$ cat src/design/issue_params.svh
`ifndef ISSUE_PARAMS_SVH
`define ISSUE_PARAMS_SVH

// architectural register address, x0..x31
`define REG_ADDR_WIDTH 5

// long-instruction tag, 0 reserved as "no tag"
`define TAG_WIDTH 3

// scoreboard entries incl. the reserved index 0
`define SB_DEPTH 8

// issue-to-commit distance of the long unit, in cycles
`define LONG_LATENCY 4

`endif

$ cat src/design/issue_pkg.sv
`include "issue_params.svh"

package issue_pkg;

    // one decoded instruction as seen by the issue stage
    typedef struct packed {
        logic                       valid;      // slot holds an instruction
        logic                       rd_we;      // writes rd
        logic                       is_long;    // multi-cycle, result tracked
        logic                       is_branch;
        logic                       is_jump;    // always issues alone
        logic                       is_csr;
        logic [`REG_ADDR_WIDTH-1:0] rd;
        logic [`REG_ADDR_WIDTH-1:0] rs1;
        logic [`REG_ADDR_WIDTH-1:0] rs2;
    } inst_info_t;

    // completion pulse out of the long pipeline
    typedef struct packed {
        logic                       valid;
        logic [`TAG_WIDTH-1:0]      tag;        // scoreboard index to free
        logic [`REG_ADDR_WIDTH-1:0] rd;
    } commit_t;

endpackage

$ cat src/design/hazard_unit.sv
`include "issue_params.svh"

module hazard_unit (
    input  logic                  clk,
    input  logic                  rst_n,
    input  issue_pkg::inst_info_t inst_a_i,     // older slot
    input  issue_pkg::inst_info_t inst_b_i,
    input  issue_pkg::commit_t    commit_a_i,
    input  issue_pkg::commit_t    commit_b_i,
    output logic [1:0]            issue_o,      // bit0 slot A, bit1 slot B
    output logic [`TAG_WIDTH-1:0] tag_a_o,
    output logic [`TAG_WIDTH-1:0] tag_b_o,
    output logic                  stall_o,
    output logic                  busy_o
);

    // scoreboard, index 0 never allocated
    logic [`SB_DEPTH-1:0]       sb_valid_q;
    logic [`REG_ADDR_WIDTH-1:0] sb_rd_q [`SB_DEPTH];
    logic [`SB_DEPTH-1:0]       sb_live;      // valid and not committing now
    logic [`SB_DEPTH-1:0]       sb_mask_b;    // occupancy as seen by slot B

    logic                       a_vld, b_vld;
    logic                       a_wr, b_wr;   // writes a nonzero rd
    logic                       a_need, b_need; // wants a scoreboard slot
    logic                       conflict_a, conflict_b;
    logic                       dep_b;        // B depends on A within the pair
    logic [`TAG_WIDTH-1:0]      slot_a, slot_b;
    logic                       full_a, full_b;
    logic [1:0]                 issue_raw;

    // branch serialization
    logic                       branch_now;
    logic                       branch_seen_q; // edge register, branch already seen in A
    logic                       branch_edge;
    logic                       ser_q;
    logic                       ser_active;

    // lowest free index in 1..DEPTH-1, 0 if none
    function automatic logic [`TAG_WIDTH-1:0] lowest_free(input logic [`SB_DEPTH-1:0] used);
        logic [`TAG_WIDTH-1:0] idx;
        idx = '0;
        for (int i = `SB_DEPTH - 1; i >= 1; i--) begin
            if (!used[i]) idx = `TAG_WIDTH'(i); // last hit wins -> lowest
        end
        return idx;
    endfunction

    // does inst read or write addr, x0 excluded
    function automatic logic touches(input issue_pkg::inst_info_t inst,
                                     input logic [`REG_ADDR_WIDTH-1:0] addr);
        logic hit;
        hit = 1'b0;
        if (inst.rs1 != '0 && inst.rs1 == addr) hit = 1'b1;           // raw
        if (inst.rs2 != '0 && inst.rs2 == addr) hit = 1'b1;           // raw
        if (inst.rd_we && inst.rd != '0 && inst.rd == addr) hit = 1'b1; // waw
        return hit;
    endfunction

    assign a_vld  = inst_a_i.valid;
    assign b_vld  = inst_b_i.valid;
    assign a_wr   = inst_a_i.rd_we && (inst_a_i.rd != '0);
    assign b_wr   = inst_b_i.rd_we && (inst_b_i.rd != '0);
    assign a_need = a_vld && inst_a_i.is_long && (a_wr || inst_a_i.is_csr);
    assign b_need = b_vld && inst_b_i.is_long && (b_wr || inst_b_i.is_csr);

    // scoreboard compare, commits of this cycle already released
    always_comb begin
        sb_live    = '0;
        conflict_a = 1'b0;
        conflict_b = 1'b0;
        for (int i = 1; i < `SB_DEPTH; i++) begin
            sb_live[i] = sb_valid_q[i]
                       && !(commit_a_i.valid && commit_a_i.tag == `TAG_WIDTH'(i))
                       && !(commit_b_i.valid && commit_b_i.tag == `TAG_WIDTH'(i));
            if (sb_live[i] && a_vld && touches(inst_a_i, sb_rd_q[i])) conflict_a = 1'b1;
            if (sb_live[i] && b_vld && touches(inst_b_i, sb_rd_q[i])) conflict_b = 1'b1;
        end
    end

    // in-pair dependency, csr pairs never dual issue
    assign dep_b = a_vld && b_vld
                && ((a_wr && touches(inst_b_i, inst_a_i.rd))
                    || (inst_a_i.is_csr && inst_b_i.is_csr));

    // tag search, A first, B gets the next one
    // freed entries come back only the cycle after commit
    always_comb begin
        slot_a    = lowest_free(sb_valid_q);
        sb_mask_b = sb_valid_q;
        if (a_need) sb_mask_b[slot_a] = 1'b1;
        slot_b    = lowest_free(sb_mask_b);
    end

    assign full_a = a_need && (slot_a == '0);
    assign full_b = b_need && (slot_b == '0);

    assign branch_now  = a_vld && inst_a_i.is_branch;
    assign branch_edge = branch_now && !branch_seen_q;
    assign ser_active  = branch_edge || ser_q;

    // priority chain
    always_comb begin
        if (a_vld && inst_a_i.is_jump) begin
            issue_raw = 2'b01;      // jump alone
        end else if (conflict_a || full_a) begin
            issue_raw = 2'b00;      // A blocked -> nothing, keep order
        end else if (ser_active) begin
            issue_raw = 2'b01;      // branch serialize
        end else if (conflict_b || full_b || dep_b) begin
            issue_raw = 2'b01;
        end else begin
            issue_raw = 2'b11;
        end
    end

    assign issue_o = issue_raw & {b_vld, a_vld};     // empty slots never issue
    assign stall_o = (issue_o != {b_vld, a_vld});    // something valid left behind
    assign tag_a_o = (issue_o[0] && a_need) ? slot_a : '0;
    assign tag_b_o = (issue_o[1] && b_need) ? slot_b : '0;
    assign busy_o  = |sb_valid_q;

    always_ff @(posedge clk or negedge rst_n) begin
        if (!rst_n) begin
            sb_valid_q    <= '0;
            branch_seen_q <= 1'b0;
            ser_q         <= 1'b0;
        end else begin
            // release first, allocation never hits a still-valid entry
            if (commit_a_i.valid) sb_valid_q[commit_a_i.tag] <= 1'b0;
            if (commit_b_i.valid) sb_valid_q[commit_b_i.tag] <= 1'b0;
            if (tag_a_o != '0) sb_valid_q[tag_a_o] <= 1'b1;
            if (tag_b_o != '0) sb_valid_q[tag_b_o] <= 1'b1;
            // rearm once A leaves, so back-to-back branches each serialize
            branch_seen_q <= branch_now && !issue_o[0];
            // held while the branch waits on the scoreboard
            ser_q         <= ser_active && conflict_a;
        end
    end

    // rd payload, a write-less csr stores x0 so it never matches
    always_ff @(posedge clk) begin
        if (tag_a_o != '0) sb_rd_q[tag_a_o] <= a_wr ? inst_a_i.rd : '0;
        if (tag_b_o != '0) sb_rd_q[tag_b_o] <= b_wr ? inst_b_i.rd : '0;
    end

endmodule

$ cat src/design/long_exec_pipe.sv
`include "issue_params.svh"

module long_exec_pipe (
    input  logic                       clk,
    input  logic                       rst_n,
    input  logic                       start_i,  // issued long instruction this cycle
    input  logic [`TAG_WIDTH-1:0]      tag_i,
    input  logic [`REG_ADDR_WIDTH-1:0] rd_i,
    output issue_pkg::commit_t         commit_o
);

    localparam int LAT = `LONG_LATENCY;

    // stage 0 is loaded at the issue edge, stage LAT-1 is the commit
    logic [LAT-1:0]             vld_q;
    logic [`TAG_WIDTH-1:0]      tag_q [LAT];
    logic [`REG_ADDR_WIDTH-1:0] rd_q  [LAT];

    // valid chain, cleared on reset
    always_ff @(posedge clk or negedge rst_n) begin
        if (!rst_n) begin
            vld_q <= '0;
        end else begin
            vld_q[0] <= start_i;
            for (int i = 1; i < LAT; i++) begin
                vld_q[i] <= vld_q[i-1]; // never stalls
            end
        end
    end

    // payload follows its valid bit
    always_ff @(posedge clk) begin
        tag_q[0] <= tag_i;
        rd_q[0]  <= rd_i;
        for (int i = 1; i < LAT; i++) begin
            tag_q[i] <= tag_q[i-1];
            rd_q[i]  <= rd_q[i-1];
        end
    end

    // one cycle pulse per instruction
    always_comb begin
        commit_o.valid = vld_q[LAT-1];
        commit_o.tag   = tag_q[LAT-1];
        commit_o.rd    = rd_q[LAT-1];
    end

endmodule

$ cat src/design/issue_top.sv
`include "issue_params.svh"

module issue_top (
    input  logic                  clk,
    input  logic                  rst_n,
    input  issue_pkg::inst_info_t inst_a_i,
    input  issue_pkg::inst_info_t inst_b_i,
    output logic [1:0]            issue_o,
    output logic [`TAG_WIDTH-1:0] tag_a_o,
    output logic [`TAG_WIDTH-1:0] tag_b_o,
    output logic                  stall_o,   // decode holds the pair
    output logic                  busy_o,    // long result outstanding
    output issue_pkg::commit_t    commit_a_o,
    output issue_pkg::commit_t    commit_b_o
);

    logic [1:0]            issue;
    logic [`TAG_WIDTH-1:0] tag_a, tag_b;
    issue_pkg::commit_t    commit_a, commit_b; // fed back to the scoreboard

    hazard_unit u_hazard (
        .clk        (clk),
        .rst_n      (rst_n),
        .inst_a_i   (inst_a_i),
        .inst_b_i   (inst_b_i),
        .commit_a_i (commit_a),
        .commit_b_i (commit_b),
        .issue_o    (issue),
        .tag_a_o    (tag_a),
        .tag_b_o    (tag_b),
        .stall_o    (stall_o),
        .busy_o     (busy_o)
    );

    // a lane only starts on a tracked long issue
    long_exec_pipe lane_a (
        .clk      (clk),
        .rst_n    (rst_n),
        .start_i  (issue[0] && (tag_a != '0)),
        .tag_i    (tag_a),
        .rd_i     (inst_a_i.rd),
        .commit_o (commit_a)
    );

    long_exec_pipe lane_b (
        .clk      (clk),
        .rst_n    (rst_n),
        .start_i  (issue[1] && (tag_b != '0)),
        .tag_i    (tag_b),
        .rd_i     (inst_b_i.rd),
        .commit_o (commit_b)
    );

    assign issue_o    = issue;
    assign tag_a_o    = tag_a;
    assign tag_b_o    = tag_b;
    assign commit_a_o = commit_a;
    assign commit_b_o = commit_b;

endmodule

$ cat config.mk
export PLATFORM = sky130hd
export DESIGN_NAME = issue_top
export DESIGN_NICKNAME = d
export VERILOG_FILES = /design/src/design/issue_pkg.sv /design/src/design/hazard_unit.sv /design/src/design/long_exec_pipe.sv /design/src/design/issue_top.sv
export VERILOG_INCLUDE_DIRS = /design/src /design/src/design
export SDC_FILE = /design/constraint.sdc
export NUM_CORES = 1
export LEC_CHECK = 0
export BUFFER_PORTS_ARGS = -buffer_cell sky130_fd_sc_hd__buf_2
export CAP_MARGIN = 25
export CORE_MARGIN = 4
export CORE_UTILIZATION = 60
export DETAILED_ROUTE_END_ITERATION = 12
export PLACE_DENSITY = 0.81
export SLEW_MARGIN = 20
export SYNTH_ARGS = -nofsm -noshare
export SYNTH_HDL_FRONTEND = slang
export SYNTH_SLANG_ARGS = --single-unit
$ cat constraint.sdc
create_clock -name clk -period 4.35 [get_ports clk]
set_input_delay 0.2175 -clock clk [delete_from_list [all_inputs] [get_ports clk]]
set_output_delay 0.2175 -clock clk [all_outputs]
set_load 0.1 [all_outputs]
### After elaboration in Yosys (flattened, before gate mapping)

Memory sizes are Yosys's and may differ from the RTL's.
Index checks and enable logic that the tools add are counted.

* bitwise gates (word level): 8
* equal/unequal tests: 60
* multiplexer cells: 100
* $lt $le $gt $ge: 10
* reduce and logical (&&, ||, !) cells: 161

Operators with widths (number)
* $eq 5x5->1: 45
* $logic_and 1x1->1: 127
* $mux 1: 68
* $mux 3: 16
* $mux 8: 5
* $reduce_bool 5->1: 6
* $eq 3x3->1 const B: 8
* $or 8x8->8: 3
* $lt 3x4->1 const B: 5
* $and 8x8->8: 2
* $logic_not 1->1: 16
* $not 8->8: 2
* $demux 1 s3: 5
* $ge 3x1->1 const B: 5
* $eq 3x2->1 const B: 4
* $mux 5: 2
* $mux 2: 4
* $reduce_or 8->1: 1
* $logic_or 1x1->1: 7
* $eq 3x1->1 const B: 2
* $logic_not 3->1: 2
* $reduce_bool 3->1: 2
* $and 2x2->2: 1
* $ne 2x2->1: 1

* bits of input ports: 44
* memories: 5
* output and inout bits: 28
* memory bits (writable): 104
* register bits: 18

Memories
* u_hazard.sb_rd_q: depth 8, bits a word 5, read ports 7, clocked after Yosys merged registers in 0, wr ports 2, RTL line hazard_unit.sv:19 `` logic [`REG_ADDR_WIDTH-1:0] sb_rd_q [`SB_DEPTH]; ``
* lane_a.rd_q: depth 4, bits a word 5, read ports 4, clocked after Yosys merged registers in 0, wr ports 4, RTL line long_exec_pipe.sv:17 `` logic [`REG_ADDR_WIDTH-1:0] rd_q [LAT]; ``
* lane_b.rd_q: depth 4, bits a word 5, read ports 4, clocked after Yosys merged registers in 0, wr ports 4, RTL line long_exec_pipe.sv:17
* lane_a.tag_q: depth 4, bits a word 3, read ports 4, clocked after Yosys merged registers in 0, wr ports 4, RTL line long_exec_pipe.sv:16 `` logic [`TAG_WIDTH-1:0] tag_q [LAT]; ``
* lane_b.tag_q: depth 4, bits a word 3, read ports 4, clocked after Yosys merged registers in 0, wr ports 4, RTL line long_exec_pipe.sv:16

### Longest topological paths before layout

Gate-level depths: netlist of the first run.

* depth after elaboration: 39
* gate-level depth with buffers: 10

### Cells and area by module

Synthesis of the first run repeated with hierarchy kept, for this count alone.

* cell total of the unflattened synthesis: 748
* area total of the unflattened synthesis: 7248.2 µm²

By module, submodules not included
* hazard_unit: times used 1, area each 5734.2 µm², sequential area each 1301.2 µm², cells each 672
* long_exec_pipe: times used 2, area each 748.2 µm², sequential area each 740.7 µm², cells each 37
* issue_top: times used 1, area each 17.5 µm², sequential area each 0.0 µm², cells each 2

### Worst setup path before layout of the first run

No wires, ideal clock.

* kind: reg-to-reg
* start: memory lane_a.tag_q[3][2] (netlist name)
* end: memory lane_b.tag_q[0][1] (netlist name)
* arrival: 5.573 ns
* setup slack: -1.587 ns
* library setup time: 0.364 ns
* cell stages (with the launch flop): 8
* required time: 3.986 ns
* path through: dfxtp_1 or4bb_1 o311ai_0 o21bai_1 o2111ai_1 a2111oi_4 nand4b_2 a211oi_1

RTL lines (RTL line)
* start: declaration: long_exec_pipe.sv:16
* end: declaration: long_exec_pipe.sv:16

### Final worst setup path of the first run

* start: register lane_a.vld_q[3]
* end: output tag_b_o[2]

* word-level cells in the longest chain between the ends: 22
* elaborated cells on any way between the ends: 80
* classes of those cells: mux (19); bitwise (1); reduce/logical (60)

Ends and longest elaborated chain
* start: declaration: RTL line long_exec_pipe.sv:15 `logic [LAT-1:0] vld_q;`
* start signal: indexed assignment: RTL line long_exec_pipe.sv:26 `vld_q[i] <= vld_q[i-1];`
* $logic_and 1x1->1: RTL line hazard_unit.sv:74 `` && !(commit_a_i.valid && commit_a_i.tag == `TAG_WIDTH'(i)) ``
* $logic_not 1->1: RTL line hazard_unit.sv:74
* $logic_and 1x1->1 (2 in series): RTL line hazard_unit.sv:73 `sb_live[i] = sb_valid_q[i]`
* $logic_and 1x1->1 (2 in series): RTL line hazard_unit.sv:77 `if (sb_live[i] && b_vld && touches(inst_b_i, sb_rd_q[i])) conflict_b = 1'b1;`
* $mux 1 (7 in series): RTL line hazard_unit.sv:77
* $logic_or 1x1->1 (2 in series): RTL line hazard_unit.sv:110 `end else if (conflict_b || full_b || dep_b) begin`
* $mux 2: RTL line hazard_unit.sv:110
* $mux 2: RTL line hazard_unit.sv:108 `end else if (ser_active) begin`
* $mux 2 *: RTL line hazard_unit.sv:106 `end else if (conflict_a || full_a) begin`
* $mux 2 *: RTL line hazard_unit.sv:104 `if (a_vld && inst_a_i.is_jump) begin`
* $and 2x2->2 *: RTL line hazard_unit.sv:117 `assign issue_o = issue_raw & {b_vld, a_vld};`
* $logic_and 1x1->1 *: RTL line hazard_unit.sv:120 `assign tag_b_o = (issue_o[1] && b_need) ? slot_b : '0;`
* $mux 3 *: RTL line hazard_unit.sv:120
* end: declaration: RTL line issue_top.sv:10 `` output logic [`TAG_WIDTH-1:0] tag_b_o, ``

Mark *: on every way between the ends. The rest lies on a longest branch, timed or not.

==> flow_metrics.env, run 1 <==
export IMPL_antenna_found_initial=0
export IMPL_max_freq_mhz=251
export IMPL_fp_dieH_um=118
export IMPL_hold_violations=0
export IMPL_grt_pass1_wl_mm=34.5
export IMPL_htreeDepth=4
export IMPL_ys_seq_elements=117
export IMPL_synth_cell_area_sq_mm=0.00728
export IMPL_io_pins=72
export IMPL_power_density_mw_per_mm2=368
export IMPL_yosys_cell_types_count=61
export IMPL_switching_share_pct=24.6
export IMPL_grt_max_degree=19
export IMPL_cts_root_buffer="clkbuf_16"
export IMPL_crit_slowest_cell="dfrtp_1"
export IMPL_crit_top_cell="nor3_1"
export IMPL_synth_edf_count=35
export IMPL_power_switching_w=0.000759
export IMPL_ys_async_sr_fraction_pct=15.4
export IMPL_grt_pass1_vias=6251
export IMPL_dieWidth_um=118
export IMPL_antenna_cells=0
export IMPL_fin_skew_ps=9.51
export IMPL_outcome="completed"
export IMPL_nets=824
export IMPL_setup_viol=0
export IMPL_drtIter0Drc=828
export IMPL_comb_power_share_pct=12.4
export IMPL_ff2ff_setup_slack_ps=860
export IMPL_synthTopCellsByArea="dfxtp_1, xnor2_1, edfxtp_1, xor2_1, dfrtp_1"
export IMPL_cp_end_kind="output pin"
export IMPL_finalCritPeriodShare_pct=91.7
export IMPL_seq_area_frac_synth_pct=38.2
export IMPL_post_synth_top_count_cell="xnor2_1"
export IMPL_area_growth_pct=15.0
export IMPL_clock_latency_ps=420
export IMPL_path_clk_slew_ps=60
export IMPL_whs_ps=61.3
export IMPL_ff2ff_path_depth=9
export IMPL_wl_per_cell_um=23.6
export IMPL_track_usage_pct=32.3
export IMPL_relSlewSlack_pct=47.3
export IMPL_hpwl_mm=15.3
export IMPL_crit_end="tag_b_o[2]"
export IMPL_drtPass1Iterations=6
export IMPL_ir_worst_vdd_mv=0.312
export IMPL_gp_congestion=1.02
export IMPL_rows=39
export IMPL_crit_start="lane_a.vld_q[3]"
export IMPL_p_seq_share_pct=37.4
export IMPL_multi_input_area_sq_mm=0.00418
export IMPL_regArea_sq_mm=0.00279
export IMPL_slew_viol_final=0
export IMPL_wirelength_mm=22.1
export IMPL_max_stage_delay_ps=490
export IMPL_overflow=0
export IMPL_post_route_drc_count=0
export IMPL_crit_fanout=9
export IMPL_worstReg2RegStart="lane_a.vld_q[3]"
export IMPL_ys_warn_count=0
export IMPL_post_dp_cell_area_sq_mm=0.00769
export IMPL_maxCapViolCount=0
export IMPL_critPathLaunchType="flip-flop"
export IMPL_vias=6080
export IMPL_synthFlopType="dfxtp_1"
export IMPL_synthTopCellsByCount="xnor2_1, xor2_1, dfxtp_1, clkbuf_1, nand3_1"
export IMPL_avgSynthCellArea_sq_um=9.76
export IMPL_start_util_pct=62.4
export IMPL_cp_arrival_ps=3770
export IMPL_p_leak_nw=3.30
export IMPL_numCtsBuffers=17
export IMPL_dieArea_sq_mm=0.0140
export IMPL_path_cells="or4bb_1, o311ai_0, buf_4, nor3_1, nor4_1, a21oi_1, nor3_1, nand4b_2, nor3b_4, buf_2"
export IMPL_hold_path_class="input pin to flip-flop"
export IMPL_post_cts_resized=0
export IMPL_via_per_inst=6.50
export IMPL_synth_top_area_share_pct=17.6
export IMPL_final_antenna_net_count=0
export IMPL_power_clock_fraction_pct=50.2
export IMPL_required_ps=4130
export IMPL_cts_sinks=117
export IMPL_cts_tree="built"
export IMPL_worstSetupPathType="flip-flop to output pin"
export IMPL_nFillCells=818
export IMPL_synthesis_nets=790
export IMPL_core_area_sq_mm=0.0117
export IMPL_worst_r2r_endpoint="u_hazard.sb_rd_q[7][3]"
export IMPL_period_minus_slack_ps=3990
export IMPL_yosysTopAreaCell="dfxtp_1"
export IMPL_tightest_slew_ps=782
export IMPL_design_area_sq_mm=0.00837
export IMPL_layout_drive_gt1_share_pct=18.7
export IMPL_rsz0062_at_grt="false"
export IMPL_clk_path_buf_depth=2
export IMPL_netlist_instances=746
export IMPL_portBuffers=69
export IMPL_p_int_w=0.00232
-- area by class of cell --
| class | instances | share of cell area (%) |
|---|---|---|
| Timing Repair Buffer | 90 | 6.22 |
| Sequential cell | 117 | 33.3 |
| Clock inverter | 9 | 1.57 |
| Multi-Input combinational cell | 545 | 49.9 |
| Tap cell | 143 | 2.14 |
| Inverter | 9 | 0.403 |
| Clock buffer | 23 | 6.49 |
-- cell usage in the layout, fill, tap and decap left out, drive strengths merged, types with 3 or more instances in the layout --
master  count
dfrtp      18
buf        89
nand2      34
or4bb       3
nor4       41
nand4       9
clkinv      5
bufinv      3
o21bai      3
xnor2     136
maj3        3
dfxtp      64
o311ai     10
nand3      46
nor2b       5
mux2i      35
xor2       90
o211ai      7
nor2       21
inv        10
edfxtp     35
nor3       25
clkbuf     23
o22ai       4
a21oi      16
or4         6
o21ai      15
nand4b      3
o31ai       4
-- power groups by stage --
stage          Sequential [W]  Clock, W  Combinational (W)
6_report              0.00115   0.00155           0.000383
3_5_place_dp          0.00117         0           0.000373
2_1_floorplan         0.00121         0           0.000249
5_1_grt               0.00115   0.00161           0.000406
4_1_cts               0.00115   0.00156           0.000378
3_3_place_gp          0.00117         0           0.000361
-- registers in the layout, summed over array words and instances (netlist names) --
signal / flops
lane_b.tag_q: 12
u_hazard.ser_q: 1
u_hazard.sb_rd_q: 35
u_hazard.sb_valid_q: 8
lane_b.rd_q: 20
lane_a.rd_q: 20
lane_a.vld_q: 4
u_hazard.branch_seen_q: 1
lane_a.tag_q: 12
lane_b.vld_q: 4
-- kinds of logic after synthesis --
logic type,Yosys count,share of synthesized area (%)
adders and majority gates,3,0.413
AOI/OAI and AO/OA,78,7.74
xor gates and xnor gates,226,27.2
muxes,35,4.81
DFF,117,38.2
buffers and inverters,84,4.92
and+or+nand+nor,203,16.7
-- per-layer routing --
metal | global-route usage, % | vias to the layer above | routed length [um]
met2 | 50.8 | 396 | 10200
li1 | - | 2665 | -
met4 | 17.4 | 0 | 1280
met3 | 11.6 | 115 | 2540
met5 | 0 | - | 0
met1 | 38.8 | 2904 | 8070
-- worst min-delay path by stage --
stage,start,cells past startpoint,to
floorplan,rst_n,0,lane_a.vld_q[0]
global placement,rst_n,1,lane_a.vld_q[0]
detailed placement,rst_n,1,lane_a.vld_q[1]
CTS,inst_a_i[17],2,u_hazard.branch_seen_q
global route,inst_a_i[17],2,u_hazard.branch_seen_q
finish,inst_a_i[17],2,u_hazard.branch_seen_q
-- what timing repair did --
| action | in CTS | in global routing |
|---|---|---|
| hold buffers | 1 | 0 |
| buffers inserted | 0 | 0 |
| endpoints found under the hold margin | 18 | 0 |
-- through the flow --
stage / power (W) / instances / setup TNS [ps] / util, % / worst slack [ps]
6_report: 0.00308 / 936 / 0 / 71.8 / 360
5_1_grt: 0.00318 / 936 / 0 / 71.8 / 271
4_1_cts: 0.00309 / 936 / 0 / 71.8 / 425
3_5_place_dp: 0.00155 / 903 / 0 / 65.9 / 623
3_3_place_gp: 0.00154 / 903 / 0 / 65.9 / 654
2_1_floorplan: 0.00146 / 746 / -2830 / - / -772
-- worst max-delay path, delay by kind of cell, from the launching register on --
| kind | cells | cell delay (ps) |
|---|---|---|
| simple gates | 6 | 1820 |
| buf+inv | 2 | 720 |
| flops | 1 | 490 |
| compound gates | 2 | 310 |
(Power assumes the default switching activity.)
==> run 2: changes to the inputs <==
Settings changed: CORE_ASPECT_RATIO from default to 0.6.
==> run 2 against run 1 <==
Fmax rose by 0.34%. Core utilization up 0.45 points. Combinational power is 2% higher. Largest power group unchanged. Critical endpoint is now tag_b_o[1].
==> flow_metrics.env, run 2 (same netlist as run 1, synthesis figures left out) <==
export IMPL_outcome="completed"
export IMPL_crit_top_cell="buf_2"
export IMPL_grt_pass1_vias=6062
export IMPL_track_usage_pct=34.4
export IMPL_area_growth_pct=14.7
export IMPL_clk_path_buf_depth=2
export IMPL_max_freq_mhz=251
export IMPL_rsz0062_at_grt="false"
export IMPL_cts_tree="built"
export IMPL_ir_worst_vdd_mv=0.273
export IMPL_final_antenna_net_count=0
export IMPL_drtPass1Iterations=5
export IMPL_critPathBufInv=2
export IMPL_final_core_util_pct=72.2
export IMPL_worstSetupPathType="input pin to output pin"
export IMPL_min_from="inst_a_i[17]"
export IMPL_max_stage_delay_ps=680
export IMPL_tns_ps=0
export IMPL_slew_viol_final=0
export IMPL_period_minus_slack_ps=3980
export IMPL_crit_fanout=8
export IMPL_io_pins=72
export IMPL_fp_dieH_um=93.3
export IMPL_cts_hold_buffers=1
export IMPL_post_cts_buffers=0
export IMPL_post_cts_resized=0
export IMPL_cts_root_buffer="clkbuf_16"
export IMPL_grt_pass1_wl_mm=35.7
export IMPL_drtIter0Drc=688
export IMPL_path_clk_slew_ps=50
export IMPL_largest_reg_flops=35
export IMPL_tightest_slew_ps=951
export IMPL_p_leak_nw=3.27
export IMPL_largest_registers="u_hazard.sb_rd_q: 35 flops, lane_a.rd_q: 20 flops, lane_b.rd_q: 20 flops"
export IMPL_hpwl_mm=16.9
export IMPL_required_ps=4130
export IMPL_start_util_pct=63.0
export IMPL_worstReg2RegStart="u_hazard.sb_valid_q[1]"
export IMPL_rows=30
export IMPL_overflow=0
export IMPL_maxCapViolCount=0
export IMPL_final_common_cell="xnor2_1"
export IMPL_numCtsBuffers=17
export IMPL_stdcell_count=952
export IMPL_dieArea_sq_mm=0.0140
export IMPL_crit_slowest_cell="or4_1"
export IMPL_wl_per_cell_um=24.9
export IMPL_post_route_drc_count=0
export IMPL_gp_congestion=1.00
export IMPL_critPathLaunchType="input pin"
export IMPL_placedCellCount=919
export IMPL_layout_drive_gt1_share_pct=18.6
export IMPL_antenna_cells=0
export IMPL_cp_end_kind="output pin"
export IMPL_fin_ws_ps=374
export IMPL_hold_path_class="input pin to flip-flop"
export IMPL_htreeDepth=4
export IMPL_via_per_inst=6.49
export IMPL_power_density_mw_per_mm2=359
export IMPL_cp_top_family="compound AO/OA/AOI/OAI gates"
export IMPL_clock_latency_ps=420
export IMPL_vias=6182
export IMPL_final_cell_mix="xnor2_1, xor2_1, buf_2"
export IMPL_crit_start="inst_a_i[14]"
export IMPL_place_ws_ps=527
export IMPL_wirelength_mm=23.7
export IMPL_setup_viol=0
export IMPL_hold_violations=0
export IMPL_dieWidth_um=150
export IMPL_portBuffers=69
export IMPL_core_area_sq_mm=0.0116
export IMPL_grt_max_degree=19
export IMPL_relSlewSlack_pct=35.9
export IMPL_nets=823
export IMPL_regMostFlops="u_hazard.sb_rd_q"
export IMPL_path_cells="buf_2, or4_1, o21ai_2, nor4_1, nor3_1, o22ai_1, o41ai_4, nand4b_2, a211oi_4, buf_2"
export IMPL_finalCritPeriodShare_pct=91.4
export IMPL_antenna_found_initial=1
export IMPL_fin_skew_ps=11.0
export IMPL_cp_arrival_ps=3760
export IMPL_cts_sinks=117
run 2: worst paths after layout:
kind | to | slack (ps) | depth (start not counted)
max in group asynchronous | lane_b.vld_q[2] | 3700 | 2
setup / recovery | tag_b_o[1] | 370 | 10
hold / removal | u_hazard.branch_seen_q | 80 | 2
setup reg to reg | u_hazard.sb_rd_q[4][4] | 730 | 8
min in group asynchronous | u_hazard.sb_valid_q[7] | 310 | 2
hold reg to reg | lane_a.rd_q[1][3] | 320 | 0
run 2: final cells by class:
class                   count  area, sq um
repair buffers             89          526
flip-flops and latches    117         2790
well taps                 160          200
inverters                   9         33.8
multi-input cells         545         4180
clock inverters            13          173
clock buffers              19          454
fillers                   844         3210
run 2: power by group:
part	leakage [nW]	switching (W)	internal [W]	total [W]
logic	1.93	0.000267	0.000122	0.000389
registers	1.04	0.00000555	0.00115	0.00115
clock network	0.303	0.000519	0.000941	0.00146
total	3.27	0.000792	0.00221	0.00300
run 2: per-layer routing:
| metal | vias to the layer above | track usage, % | wire (um) |
|---|---|---|---|
| li1 | 2660 | - | - |
| met5 | - | 0 | 13 |
| met2 | 445 | 48.4 | 9710 |
| met4 | 2 | 13.2 | 959 |
| met3 | 99 | 14.8 | 3500 |
| met1 | 2976 | 46.7 | 9510 |
run 2: stage by stage:
step	area (sq um)	power (W)	hold slack [ps]
floorplan	7310	0.00146	-78.1
global placement	7710	0.00154	177
detailed placement	7710	0.00155	184
CTS	8350	0.00300	77.7
global route	8350	0.00309	87.5
finish	8350	0.00300	82.1
==> run 3: changes to the inputs <==
--- a/config.mk
+++ b/config.mk
@@ -15,2 +15,3 @@
 export PLACE_DENSITY = 0.81
+export REMOVE_ABC_BUFFERS = 1
 export SLEW_MARGIN = 20
==> constraint.sdc (replaced) <==
create_clock -name clk -period 4.35 [get_ports clk]
set_input_delay 0.435 -clock clk [delete_from_list [all_inputs] [get_ports clk]]
set_output_delay 0.435 -clock clk [all_outputs]
set_load 0.1 [all_outputs]
==> run 3 against run 2 <==
Non-clock buffer count up 9. Sequential cell count unchanged. Critical path depth up 1. Setup slack worse by 240 ps. Sequential share of layout area down 0.49 points. Design area up 1.3%. Via count up 0.29%.
==> flow_metrics.env, run 3 (same netlist as run 1, synthesis figures left out) <==
export IMPL_ir_worst_vdd_mv=0.242
export IMPL_drtIter0Drc=807
export IMPL_nFillCells=846
export IMPL_drtPass1Iterations=5
export IMPL_grt_pass1_vias=5939
export IMPL_critPathLaunchType="input pin"
export IMPL_required_ps=3910
export IMPL_final_cell_mix="xnor2_1, xor2_1, dfxtp_1"
export IMPL_layout_drive_gt1_share_pct=18.6
export IMPL_period_minus_slack_ps=4220
export IMPL_hold_path_class="input pin to flip-flop"
export IMPL_tightest_slew_ps=621
export IMPL_max_freq_mhz=237
export IMPL_grt_max_degree=19
export IMPL_wl_per_cell_um=24.4
export IMPL_crit_start="inst_a_i[14]"
export IMPL_track_usage_pct=34.0
export IMPL_hold_violations=0
export IMPL_cp_end_kind="output pin"
export IMPL_clk_path_buf_depth=2
export IMPL_clock_latency_ps=420
export IMPL_final_common_cell="xnor2_1"
export IMPL_p_leak_nw=3.32
export IMPL_cts_tree="built"
export IMPL_holdPathStages=2
export IMPL_antenna_cells=0
export IMPL_min_to="u_hazard.branch_seen_q"
export IMPL_worstSetupPathType="input pin to output pin"
export IMPL_ff2ff_path_depth=9
export IMPL_post_dp_cell_area_sq_mm=0.00784
export IMPL_finalCritPeriodShare_pct=96.9
export IMPL_relSlewSlack_pct=58.3
export IMPL_io_pins=72
export IMPL_numCtsBuffers=17
export IMPL_vias=6200
export IMPL_area_growth_pct=16.3
export IMPL_fp_dieH_um=93.3
export IMPL_largest_reg_flops=35
export IMPL_htreeDepth=4
export IMPL_fin_skew_ps=12.3
export IMPL_min_from="inst_a_i[17]"
export IMPL_worst_r2r_endpoint="u_hazard.sb_rd_q[3][4]"
export IMPL_cp_arrival_ps=3780
export IMPL_post_route_drc_count=0
export IMPL_gp_congestion=0.992
export IMPL_multi_input_area_sq_mm=0.00415
export IMPL_core_area_sq_mm=0.0116
export IMPL_final_core_util_pct=73.2
export IMPL_overflow=0
export IMPL_setup_viol=0
export IMPL_cts_sinks=117
export IMPL_hpwl_mm=16.8
export IMPL_outcome="completed"
export IMPL_maxCapViolCount=0
export IMPL_regMostFlops="u_hazard.sb_rd_q"
export IMPL_cts_root_buffer="clkbuf_16"
export IMPL_grt_pass1_wl_mm=35.0
export IMPL_start_util_pct=63.0
export IMPL_ff2ff_setup_slack_ps=950
export IMPL_design_area_sq_mm=0.00846
export IMPL_dieArea_sq_mm=0.0140
export IMPL_largest_registers="u_hazard.sb_rd_q: 35 flops, lane_a.rd_q: 20 flops, lane_b.rd_q: 20 flops"
export IMPL_nets=832
export IMPL_path_clk_slew_ps=60
export IMPL_power_density_mw_per_mm2=354
export IMPL_worstReg2RegStart="lane_a.vld_q[3]"
export IMPL_dieWidth_um=150
export IMPL_portBuffers=69
export IMPL_wirelength_mm=23.5
export IMPL_regArea_sq_mm=0.00278
export IMPL_via_per_inst=6.45
export IMPL_final_antenna_net_count=0
export IMPL_rows=30
export IMPL_post_cts_buffers=0
export IMPL_antenna_found_initial=0
export IMPL_crit_fanout=8
export IMPL_rsz0062_at_grt="false"
export IMPL_slew_viol_final=0
==> run 3: critical path, stage by stage <==
cell	delay [ps]
buf_2	110
or4_1	710
o21ai_2	410
nor4_1	160
nor3_1	280
o22ai_1	190
nor4_1	390
buf_4	190
a21oi_1	110
nor3_1	540
buf_12	250
==> run 3: power breakdown <==
part           leakage (nW)  switching, W  internal, W
Sequential             1.03    0.00000595      0.00115
Clock                 0.299      0.000554     0.000892
Combinational          1.99      0.000264     0.000131
Total                  3.32      0.000824      0.00217
==> run 3: final cells by class <==
class                           instances  area share [%]
Sequential cell                       117            32.9
Clock buffer                           18            5.32
Tap cell                              160            2.37
Clock inverter                         14            1.89
Multi-Input combinational cell        545            49.0
Inverter                                9           0.399
Timing Repair Buffer                   98            8.10
==> run 3: stage by stage <==
step | hold slack [ps] | worst slack, ps | total power (W) | std cells | TNS (ps)
after detailed placement | 312 | 285 | 0.00156 | 928 | 0
after global routing | 290 | 66.6 | 0.00307 | 961 | 0
after CTS | 294 | 226 | 0.00299 | 961 | 0
after global placement | 310 | 361 | 0.00155 | 928 | 0
after floorplan | 139 | -2130 | 0.00141 | 671 | -17100
final | 297 | 133 | 0.00299 | 961 | 0
==> run 3: worst max-delay path by stage <==
| stage | to | depth (start not counted) |
|---|---|---|
| 3_3_place_gp | tag_a_o[1] | 11 |
| 6_report | tag_a_o[0] | 11 |
| 4_1_cts | tag_a_o[0] | 11 |
| 5_1_grt | tag_a_o[0] | 11 |
| 2_1_floorplan | tag_b_o[1] | 6 |
| 3_5_place_dp | tag_a_o[0] | 11 |
==> run 3: routing by layer <==
layer	track usage, %	wire (um)	vias to the layer above
met2	46.9	9740	462
li1	-	-	2676
met1	47.8	9490	3010
met3	13.9	3710	52
met4	11.8	529	0
met5	0	0	-
==> run 3: timing repair <==
item | in CTS | in global routing
hold buffers | 1 | 0
hold endpoints to repair | 18 | 0
gates resized for setup | 0 | 0
